--- config.mk ---
export PLATFORM = sky130hd
export DESIGN_NAME = timer
export DESIGN_NICKNAME = d
export VERILOG_FILES = /design/src/hdl/soc_pkg.sv /design/src/hdl/timer.sv
export SDC_FILE = /design/constraint.sdc
export NUM_CORES = 1
export LEC_CHECK = 0
export ABC_AREA = 1
export BUFFER_PORTS_ARGS = -buffer_cell sky130_fd_sc_hd__buf_4
export CELL_PAD_IN_SITES_DETAIL_PLACEMENT = 1
export CELL_PAD_IN_SITES_GLOBAL_PLACEMENT = 2
export CORE_MARGIN = 5
export CORE_UTILIZATION = 34
export CTS_BUF_LIST = sky130_fd_sc_hd__clkbuf_4
export DETAILED_ROUTE_END_ITERATION = 10
export GPL_TIMING_DRIVEN = 1
export HOLD_SLACK_MARGIN = 0.03
export PLACE_DENSITY = 0.88
export SLEW_MARGIN = 20
export SYNTH_ARGS = -nofsm -noshare
export SYNTH_HDL_FRONTEND = slang
export SYNTH_SLANG_ARGS = --single-unit
--- constraint.sdc ---
create_clock -name clk -period 3.2 [get_ports clk]
set_input_delay 0.32 -clock clk [delete_from_list [all_inputs] [get_ports clk]]
set_output_delay 0.32 -clock clk [all_outputs]
set_load 0.01 [all_outputs]
--- src/hdl/soc_pkg.sv ---
// shared constants for the bus-side subsystem
// bus widths, address map regions and per-peripheral register offsets

package soc_pkg;

	// bus widths
	localparam int addr_w = 32;
	localparam int data_w = 32;

	// address bits 31:28 select the target
	localparam int region_w = 4;
	localparam logic [region_w-1:0] region_ram = 4'h0;
	localparam logic [region_w-1:0] region_gpio = 4'h9;
	localparam logic [region_w-1:0] region_timer = 4'ha;
	localparam logic [region_w-1:0] region_int = 4'hb;

	// word index inside a peripheral
	localparam int reg_a_w = 3;

	// gpio registers
	localparam logic [reg_a_w-1:0] gpio_reg_led = 3'd0;
	localparam logic [reg_a_w-1:0] gpio_reg_in = 3'd1;
	localparam logic [reg_a_w-1:0] gpio_reg_ctrl = 3'd2;

	// timer registers
	localparam logic [reg_a_w-1:0] timer_reg_ctrl = 3'd0;
	localparam logic [reg_a_w-1:0] timer_reg_period = 3'd1;
	localparam logic [reg_a_w-1:0] timer_reg_count = 3'd2;

	// interrupt unit registers
	localparam logic [reg_a_w-1:0] int_reg_mask = 3'd0;
	localparam logic [reg_a_w-1:0] int_reg_pending = 3'd1;

endpackage

--- src/hdl/timer.sv ---
// periodic timer
// counts 0 to period-1 while enabled, sets pending at each wrap
// ctrl: bit 0 enable, bit 1 write one to clear pending
`timescale 1ns/10ps

module timer #(
	parameter logic [soc_pkg::data_w-1:0] TIMER_COUNTER = 1000000
) (
	input logic clk,
	input logic arst_n,
	input logic [soc_pkg::reg_a_w-1:0] a,
	input logic [soc_pkg::data_w-1:0] d,
	input logic we,
	output logic [soc_pkg::data_w-1:0] spo,
	output logic irq
);
	import soc_pkg::*;

	logic enable;
	logic pending;
	logic [data_w-1:0] period;
	logic [data_w-1:0] count;
	logic wrap;
	logic clr_pend;

	// >= keeps a shrunk period from running the full 32-bit range
	assign wrap = enable && (count >= period - 1'b1);
	assign clr_pend = we && (a == timer_reg_ctrl) && d[1];

	always_ff @(posedge clk or negedge arst_n) begin
		if (!arst_n) begin
			enable <= 1'b0;
			period <= TIMER_COUNTER;
		end else if (we) begin
			if (a == timer_reg_ctrl) begin
				enable <= d[0];
			end
			if (a == timer_reg_period) begin
				period <= d;
			end
		end
	end

	always_ff @(posedge clk or negedge arst_n) begin
		if (!arst_n) begin
			count <= '0;
			pending <= 1'b0;
		end else begin
			if (!enable || wrap) begin
				count <= '0;
			end else begin
				count <= count + 1'b1;
			end
			// period end wins over a clear in the same cycle
			if (wrap) begin
				pending <= 1'b1;
			end else if (clr_pend) begin
				pending <= 1'b0;
			end
		end
	end

	assign irq = pending;

	always_comb begin
		case (a)
			timer_reg_ctrl: spo = {{(data_w-2){1'b0}}, pending, enable};
			timer_reg_period: spo = period;
			timer_reg_count: spo = count;
			default: spo = '0;
		endcase
	end

endmodule

# Word level (Yosys, flattened, before mapping)
# Cells that the tools add are included.
# word_totals
input_bits,38
out_inout_bits,33
wordCells,22
ff_bits,66
# op_classes
eq_ne,2
addsub,2
muxes,4
n_reduce_logical,9
magnitude_cmp,1
# ops
operator,count
$pmux W32 S3,1
$add A32 B1 Y32 const B,1
$ge A32 B32 Y1,1
$mux W32,1
$sub A32 B1 Y32 const B,1
$reduce_and A2 Y1,2
$eq A3 B1 Y1 const B,1
$eq A3 B2 Y1 const B,1
$logic_and A1 B1 Y1,3
$logic_not A3 Y1,1
$mux W1,2
$reduce_bool A2 Y1,1
$logic_not A1 Y1,1
$logic_or A1 B1 Y1,1

# Logic depth before layout (Yosys ltp)
# Gate-level depths: netlist of the first run.
# logic_depth
word_depth,5
mapped_depth,21
ltp_nobuf,21

# Least setup slack after synthesis of the first run
# No wires, ideal clock.
# synth_path
path_kind,register -> register
startpoint,register period[0]
endpoint,register count[16]
setup_ns,0.120
synth_period_minus_slack_ns,2.541
path_buffers,1
t_required_ns,3.080
path_stages_with_launch,20
setup_slack_ns,0.659
t_arrival_ns,2.421
path_cell_list,dfrtp_1 inv_1 ha_1 nand2_2 nor2_4 nand4_2 nand3b_1 xor2_1 inv_1 ha_1 nand2_1 inv_1 nand2_1 nand2_1 nand2_1 a21oi_1 nor2_1 nand3_1 buf_4 nor2_1
# synth_via
elab_chain_cells,5
# synth_lines
element,line,source
start: declaration,timer.sv:21,logic [data_w-1:0] period;
start signal: assignment,timer.sv:33,period <= TIMER_COUNTER;
start signal: assignment,timer.sv:39,period <= d;
$sub A32 B1 Y32,timer.sv:27,assign wrap = enable && (count >= period - 1'b1);
$ge A32 B32 Y1,timer.sv:27,
$logic_and A1 B1 Y1,timer.sv:27,
$logic_or A1 B1 Y1,timer.sv:49,if (!enable || wrap) begin
$mux W32,timer.sv:49,
end signal: assignment,timer.sv:52,count <= count + 1'b1;
end: declaration,timer.sv:22,logic [data_w-1:0] count;
# Every way passes these cells.
# A chain may end at the register's enable or synchronous reset.

# Worst setup path in the final report of the first run
# layout_path
startpoint,register period[0]
endpoint,register count[2]
# The elaborated chain is that of the path after synthesis.

==> results of run 1 <==
## final cells by class
class | instances | area [um^2] | area share, %
multi-input combinational | 490 | 2900 | 49.6
clock inverter | 5 | 21.3 | 0.364
antenna | 1 | 2.50 | 0.0429
inverter | 95 | 358 | 6.13
sequential | 66 | 1660 | 28.4
timing repair buffer | 76 | 586 | 10.0
tap | 184 | 230 | 3.94
clock buffer | 11 | 82.6 | 1.41
## critical path, stage by stage (launching register included)
cell and delay [ps]:
dfrtp_1 410, inv_2 130, ha_1 220, nand2_2 160, nor2_4 200, nand4_4 140, nand3b_1 210, xor2_1 140
inv_1 70, ha_1 270, nand2_1 70, inv_1 50, nand2_1 60, nand2_1 50, nand2_1 60, a21oi_1 60
nor2_1 130, nand3_1 150, buf_12 210, nor2_1 110
## state kept, by name, indices dropped and copies added (netlist names)
name and cells:
enable 1, irq 1, count 32, period 32
## worst max path at each step
stage | slack, ps | cells after the start | start | to
after floorplan | 660 | 19 | period[0] | count[16]
after global placement | 250 | 19 | period[0] | count[4]
after detailed placement | 140 | 19 | period[0] | count[1]
after CTS | 100 | 19 | period[0] | count[2]
after global routing | 30 | 19 | period[0] | count[1]
final | 210 | 19 | period[0] | count[2]
## power groups by stage
| stage | Combinational, mW | Clock (mW) | Sequential, mW |
|---|---|---|---|
| 2_1_floorplan | 0.398 | 0 | 1.01 |
| 3_3_place_gp | 0.604 | 0 | 1.03 |
| 3_5_place_dp | 0.634 | 0 | 1.04 |
| 4_1_cts | 0.637 | 0.494 | 1.02 |
| 5_1_grt | 0.708 | 0.528 | 1.04 |
| 6_report | 0.634 | 0.475 | 1.02 |
## per-stage QoR
| stage | power (mW) | setup WS (ps) | cells | cell area, um^2 |
|---|---|---|---|---|
| CTS | 2.15 | 98.8 | 927 | 5830 |
| detailed placement | 1.67 | 145 | 910 | 5710 |
| finish | 2.13 | 209 | 928 | 5840 |
| floorplan | 1.41 | 659 | 666 | 5010 |
| global route | 2.27 | 28.3 | 928 | 5840 |
| global placement | 1.64 | 248 | 910 | 5710 |
## cell families after synthesis
family                   after synthesis
buffers and inverters                110
adder cells (fa/ha/maj)               34
multiplexers                           5
AND/OR/NAND/NOR                      315
XOR/XNOR                              58
AO/OA/AOI/OAI                         78
flip-flops                            66
## layer usage
metal / GRT usage [%] / share of wire, %
met5: 0 / 0
met3: 2.26 / 2.5
met4: 7.14 / 2.2
met2: 31.5 / 49
met1: 25.3 / 47
## timing repair
action / CTS / global route
endpoints found under the hold margin: 59 / 0
hold buffers: 1 / 0
setup endpoints to repair: 0 / 32
resized for setup: 0 / 2
## cell usage in the layout (no fill, tap or decap), drive strengths merged
master,Yosys,final
nor4,3,3
xor2,54,54
nand2,113,113
xnor2,4,4
buf,9,75
dfstp,7,7
and3,1,1
dlygate4sd3,0,1
inv,93,93
nand3,23,23
mux2,5,5
ha,34,34
o21ai,11,11
a21oi,37,37
nor3b,2,2
dfrtp,59,59
o221ai,2,2
nor2,134,134
nand3b,2,2
a32o,3,3
a21o,3,3
diode,0,1
nor3,26,26
clkinv,2,7
clkbuf,6,11
nand4,11,11
o22ai,21,21
o21a,1,1
==> results.py, run 1 <==
metrics = {
    "floorplanning": {
        "die_x_um": 131,
        "initial_utilization_pct": 34.6,
        "core_um2": 14500,
        "io_pins": 71,
        "die_area_um2": 17300,
        "die-height_um": 131,
        "row_count": 44,
    },
    "clock_tree": {
        "post_cts_buffers": 0,
        "cts_sinks": 66,
        "cts_buffers": 9,
        "cts_root_buffer": "clkbuf_4",
        "cts_buffer_depth": 2,
        "cts_tree": "built",
        "clock_latency_ps": 450,
        "h-tree-depth": 3,
        "clkSlewWorstSetupHoldPaths_ps": 110,
    },
    "setup_path": {
        "start_kind": "register",
        "r2r_end": "count[2]",
        "r2r_setup_slack_ps": 210,
        "end_kind": "register",
        "required_ps": 3570,
        "worstPathMaxFanout": 32,
        "r2r_cells": 19,
        "reg2reg_from": "period[0]",
        "path_class": "register to register",
        "arrival_ps": 3360,
    },
    "min_path": {
        "hp-class": "primary input to register",
        "holdCritStartpoint": "d[2]",
        "worstHoldEndpoint": "period[2]",
        "hold_depth": 2,
    },
    "synthesis": {
        "synth-xor-area-share_pct": 10.1,
        "synth_seq_area_share_pct": 33.2,
        "yosysMostFrequentCell": "nor2_1",
        "postSynth.asyncResetShare_pct": 100,
        "synth_adder_area_share_pct": 8.50,
        "synth_warnings": 0,
        "synth-compound-area-share_pct": 8.97,
        "postSynthCellCount": 666,
        "synth_top_cell_area_share_pct": 29.5,
        "netlist_top_cells_count": "nor2_1 (122), nand2_1 (109), inv_1 (86), dfrtp_1 (59), xor2_1 (54)",
        "synth-main-ff-cell": "dfrtp_1",
        "synth.area.top_cells": "dfrtp_1 (29%), xor2_1 (9.4%), nor2_1 (9.1%)",
        "syn_nets": 738,
        "synth_cell_types": 38,
        "synthMuxAreaShare_pct": 1.42,
        "syn_avg_cell_area_um2": 7.52,
        "yosys.area.top_type": "dfrtp_1",
        "synth_top_family_by_area": "simple AND/OR/NAND/NOR gates",
        "synthSimpleGateAreaFrac_pct": 28.6,
        "ys_seq_elements": 66,
        "syn_area_um2": 5010,
        "synth_edf_count": 0,
    },
    "timing": {
        "fmax_mhz": 334,
        "slew_violations": 0,
        "tns_ps": 0,
        "finalCritPeriodShare_pct": 93.5,
        "setup_violations": 0,
        "slew_headroom_pct": 42.0,
        "rsz0062_at_grt": "false",
        "fin_crit_ps": 2990,
        "holdWs_ps": 102,
        "worst_pin_slew_ps": 870,
        "hold_viol_final": 0,
        "fin_skew_ps": 18.4,
    },
    "global_route": {
        "grt_first_pass_wirelength_um": 26400,
        "first_global_vias": 5059,
        "antenna_found_initial": 1,
        "grt_max_degree": 67,
        "grt_overflow": 0,
        "track_usage_pct": 19.0,
    },
    "detailed_routing": {
        "wire_per_inst_um": 17.6,
        "drtAntennaViolNets": 0,
        "dr.pass1.iters": 4,
        "drc_errors": 0,
        "viasPerCell": 5.03,
        "drtIter0Drc": 215,
        "wl_um": 16300,
        "via_count": 4671,
    },
    "cells_and_area": {
        "nets": 810,
        "fillers": 1827,
        "area_delta_synth_final_pct": 16.6,
        "drive_gt1_share_pct": 18.8,
        "utilization_pct": 40.3,
    },
    "power_and_ir_drop": {
        "p_sw_share_pct": 37.2,
        "p_per_area_nw_per_um2": 365,
        "p_leak_nw": 2.75,
        "ir_worst_vdd_uv": 200,
        "p_seq_share_pct": 48.0,
        "clockPowerShare_pct": 22.3,
        "pwr-share-comb_pct": 29.7,
        "net-switching-power_mw": 0.793,
        "internal_power_mw": 1.34,
    },
    "job": {
        "maxCapViolCount": 0,
    },
    "placed_design": {
        "dp_hpwl_um": 13600,
        "gp_congestion": 0.887,
        "portBuffers": 70,
    },
    "run_status": {
        "status": "complete, no violations",
    },
}
Power figures use the tool's default switching activity.
==> run 2: changes to the inputs <==
CTS_BUF_LIST = sky130_fd_sc_hd__clkbuf_2   (was sky130_fd_sc_hd__clkbuf_4)
PLACE_DENSITY = 0.85   (was 0.88)
SKIP_CTS_REPAIR_TIMING = 1   (was unset)
==> results.py, run 2 (synthesis results as in run 1) <==
metrics = {
    "clock_tree": {
        "cts_sinks": 66,
        "h-tree-depth": 3,
        "cts_buffers": 9,
        "cts_buffer_depth": 2,
        "clock_latency_ps": 530,
        "clkSlewWorstSetupHoldPaths_ps": 160,
        "cts_root_buffer": "clkbuf_2",
        "cts_tree": "built",
    },
    "floorplanning": {
        "core_um2": 14500,
        "io_pins": 71,
        "die_x_um": 131,
        "initial_utilization_pct": 34.6,
        "row_count": 44,
        "die-height_um": 131,
        "die_area_um2": 17300,
    },
    "global_route": {
        "grt_first_pass_wirelength_um": 26600,
        "grt_util_met2_pct": 31.3,
        "grtUsageMet1_pct": 25.9,
        "first_global_vias": 5049,
        "grt_max_degree": 67,
        "met3_usage_pct": 2.52,
        "grt_overflow": 0,
        "antenna_found_initial": 0,
        "top_usage_layer": "met2",
        "track_usage_pct": 19.0,
    },
    "cells_and_area": {
        "diodes": 0,
        "area_delta_synth_final_pct": 21.3,
        "seqCellArea_um2": 1660,
        "nets": 833,
        "layout_common_cells": "nor2_1 (122), nand2_1 (109), inv_1 (85)",
        "fin_area_um2": 6070,
        "reg_top3": "count: 32 flops, period: 32 flops",
        "multiInputGateArea_um2": 2910,
        "fillers": 1795,
        "stdcell_count": 950,
        "final_common_cell": "nor2_1",
        "drive_gt1_share_pct": 18.7,
    },
    "run_status": {
        "status": "complete, no violations",
    },
    "detailed_routing": {
        "drtAntennaViolNets": 0,
        "drc_errors": 0,
        "via_count": 4816,
        "drtIter0Drc": 203,
        "wire_per_inst_um": 17.6,
        "dr.pass1.iters": 4,
        "viasPerCell": 5.07,
        "wl_um": 16700,
    },
    "timing": {
        "hold_viol_final": 0,
        "slew_headroom_pct": 36.1,
        "setup_violations": 0,
        "worst_pin_slew_ps": 956,
        "rsz0062_at_grt": "false",
        "fin_crit_ps": 2910,
        "holdWs_ps": 27.7,
        "finalCritPeriodShare_pct": 91.0,
        "tns_ps": 0,
        "slew_violations": 0,
        "fmax_mhz": 343,
        "fin_skew_ps": 21.3,
    },
    "setup_path": {
        "end_kind": "register",
        "path_common_cell": "nor2_1",
        "required_ps": 3630,
        "worstPathMaxFanout": 32,
        "path_class": "register to register",
        "slowest_delay_ps": 440,
        "crit_chain": "inv_1 -> ha_1 -> nand2_4 -> nor2_4 -> nand4_4 -> nor2_1 -> xor2_1 -> ha_1 -> nand2_1 -> nor2_1 -> nand4_1 -> nor2_1 -> nand2_1 -> nand3_1 -> buf_12 -> nor2_1",
        "crit_path_top_delay_cell": "dfrtp_1",
        "arrival_ps": 3340,
        "start_kind": "register",
    },
    "placed_design": {
        "gp_congestion": 0.906,
        "dp_hpwl_um": 13700,
        "placed_cell_area_um2": 5700,
        "portBuffers": 70,
        "place_inst": 909,
    },
    "power_and_ir_drop": {
        "p_sw_share_pct": 36.4,
        "clockPowerShare_pct": 22.3,
        "ir_worst_vdd_uv": 181,
        "internal_power_mw": 1.38,
        "p_leak_nw": 2.86,
        "net-switching-power_mw": 0.789,
        "p_per_area_nw_per_um2": 357,
        "p_seq_share_pct": 47.3,
        "pwr-share-comb_pct": 30.4,
        "p_total_mw": 2.17,
    },
    "min_path": {
        "hp-class": "primary input to register",
    },
    "job": {
        "maxCapViolCount": 0,
    },
}
[run 2: layout make-up]
| cell class | instances | share of cell area, % |
|---|---|---|
| flip-flops and latches | 66 | 27.3 |
| inverters | 95 | 5.89 |
| clock inverters | 4 | 0.701 |
| repair buffers | 99 | 13.4 |
| well taps | 184 | 3.79 |
| multi-input cells | 490 | 47.9 |
| clock buffers | 12 | 0.989 |
[run 2: through the flow]
step | setup WS, ps | utilization, %
2_1_floorplan | 659 | -
3_3_place_gp | 212 | 39.4
3_5_place_dp | 146 | 39.4
4_1_cts | 101 | 40.1
5_1_grt | 14.3 | 41.9
6_report | 287 | 41.9
[run 2: metal layers]
metal	vias to the layer above	wire [um]
met5	-	0
li1	2337	-
met2	84	8310
met1	2373	7780
met4	0	289
met3	22	361
[run 2: power by group through the flow]
stage	Sequential, mW	Clock (mW)	Combinational, mW
final	1.03	0.483	0.659
after global routing	1.04	0.533	0.739
after floorplan	1.01	0	0.398
after detailed placement	1.04	0	0.632
after global placement	1.03	0	0.606
after CTS	1.02	0.504	0.634
[run 2: path summary, 6_finish.rpt]
path                            from          to  slack (ps)  cells past startpoint
setup / recovery           period[1]   count[21]         290                     16
hold / removal                 d[17]  period[17]          30                      3
setup reg to reg           period[1]   count[21]         290                     16
hold reg to reg             count[0]    count[0]         520                      1
max in group asynchronous     arst_n   count[17]        2210                      2
min in group asynchronous     arst_n         irq         420                      2
[run 2: critical path, delay by kind of cell, from the launching register on]
family / cells / cell delay [ps]
and+or+nand+nor: 11 / 1370
adders and majority gates: 2 / 550
DFF: 1 / 440
buffers and inverters: 2 / 310
xor gates and xnor gates: 1 / 110
==> run 3: changes to the inputs <==
MAX_ROUTING_LAYER = met4   (was unset)
==> results.py, run 3 (synthesis results as in run 1) <==
metrics = {
    "min_path": {
        "hp-class": "primary input to register",
        "hold_depth": 3,
    },
    "cells_and_area": {
        "diodes": 0,
        "nets": 834,
        "fillers": 1801,
        "stdcell_count": 951,
        "area_delta_synth_final_pct": 21.5,
        "drive_gt1_share_pct": 18.6,
        "reg_top3": "count: 32 flops, period: 32 flops",
        "layout_common_cells": "nor2_1 (122), nand2_1 (109), inv_1 (85)",
        "multiInputGateArea_um2": 2910,
        "final_common_cell": "nor2_1",
        "seqCellArea_um2": 1660,
    },
    "detailed_routing": {
        "viasPerCell": 5.05,
        "drc_errors": 0,
        "drtAntennaViolNets": 0,
        "via_count": 4804,
        "dr.pass1.iters": 5,
        "drtIter0Drc": 225,
        "wl_um": 16700,
        "wire_per_inst_um": 17.6,
    },
    "floorplanning": {
        "die_area_um2": 17300,
        "die_x_um": 131,
        "io_pins": 71,
        "row_count": 44,
        "core_um2": 14500,
        "die-height_um": 131,
        "initial_utilization_pct": 34.6,
    },
    "global_route": {
        "grt_overflow": 0,
        "grt_first_pass_wirelength_um": 26600,
        "grt_max_degree": 67,
        "antenna_found_initial": 0,
        "first_global_vias": 5056,
        "track_usage_pct": 19.6,
    },
    "timing": {
        "fin_skew_ps": 22.4,
        "setup_slack_ps": 283,
        "tns_ps": 0,
        "fin_crit_ps": 2920,
        "hold_viol_final": 0,
        "worst_pin_slew_ps": 942,
        "fmax_mhz": 343,
        "setup_violations": 0,
        "slew_violations": 0,
        "rsz0062_at_grt": "false",
        "slew_headroom_pct": 37.0,
        "finalCritPeriodShare_pct": 91.1,
    },
    "job": {
        "maxCapViolCount": 0,
    },
    "setup_path": {
        "end_kind": "register",
        "endpoint": "count[21]",
        "r2r_cells": 16,
        "required_ps": 3630,
        "arrival_ps": 3350,
        "r2r_end": "count[21]",
        "start_kind": "register",
        "r2r_setup_slack_ps": 280,
        "critPathLaunch": "period[0]",
        "reg2reg_from": "period[0]",
        "worstPathMaxFanout": 32,
        "path_class": "register to register",
    },
    "power_and_ir_drop": {
        "p_leak_nw": 2.86,
        "p_total_mw": 2.17,
        "p_per_area_nw_per_um2": 357,
        "ir_worst_vdd_uv": 182,
    },
    "clock_tree": {
        "cts_buffer_depth": 2,
        "h-tree-depth": 3,
        "cts_tree": "built",
        "cts_buffers": 9,
        "clkSlewWorstSetupHoldPaths_ps": 160,
        "clock_latency_ps": 540,
        "cts_root_buffer": "clkbuf_2",
        "cts_sinks": 66,
    },
    "placed_design": {
        "place_inst": 909,
        "portBuffers": 70,
        "post-place-ws_ps": 146,
        "dp_hpwl_um": 13700,
        "gp_congestion": 0.922,
    },
    "run_status": {
        "status": "complete, no violations",
    },
}
[run 3: cell type report]
class,count,share of cell area (%)
inverters,95,5.88
multi-input cells,490,47.8
clock inverters,4,0.700
flip-flops and latches,66,27.3
well taps,184,3.79
clock buffers,12,0.988
repair buffers,100,13.5
[run 3: worst min-delay path by stage]
stage,startpoint,to,slack [ps]
2_1_floorplan,arst_n,count[0],20
3_3_place_gp,arst_n,enable,480
3_5_place_dp,arst_n,period[0],490
4_1_cts,arst_n,period[0],-140
5_1_grt,d[12],period[12],30
6_report,d[17],period[17],30
[run 3: worst max-delay path, stage by stage, from the launching register on]
cell	delay (ps)
dfrtp_1	420
inv_2	130
ha_1	260
nand2_4	120
nor2_4	180
nand4_4	130
nor2_1	210
xor2_1	110
ha_1	300
nand2_1	70
nor2_1	160
nand4_1	120
nor2_1	120
nand2_1	80
nand3_1	120
buf_12	200
nor2_1	60
[run 3: layer usage]
| layer | global-route usage [%] | wire length (um) |
|---|---|---|
| met3 | 2.37 | 499 |
| met5 | - | 0 |
| met2 | 31.3 | 8160 |
| met1 | 26.0 | 7660 |
| met4 | 6.34 | 386 |
[run 3: power breakdown]
group / total (mW) / switching, mW / internal, mW
registers: 1.03 / 0.0909 / 0.934
logic: 0.660 / 0.400 / 0.260
clock network: 0.484 / 0.299 / 0.184
[run 3: stage by stage]
step                      util [%]  instance area [um^2]  hold slack [ps]
after floorplan                  -                  5010             24.4
after global placement        39.4                  5700              477
after detailed placement      39.4                  5700              491
after CTS                     40.1                  5810             -139
after global routing          42.0                  6080             30.8
final                         42.0                  6080             27.2
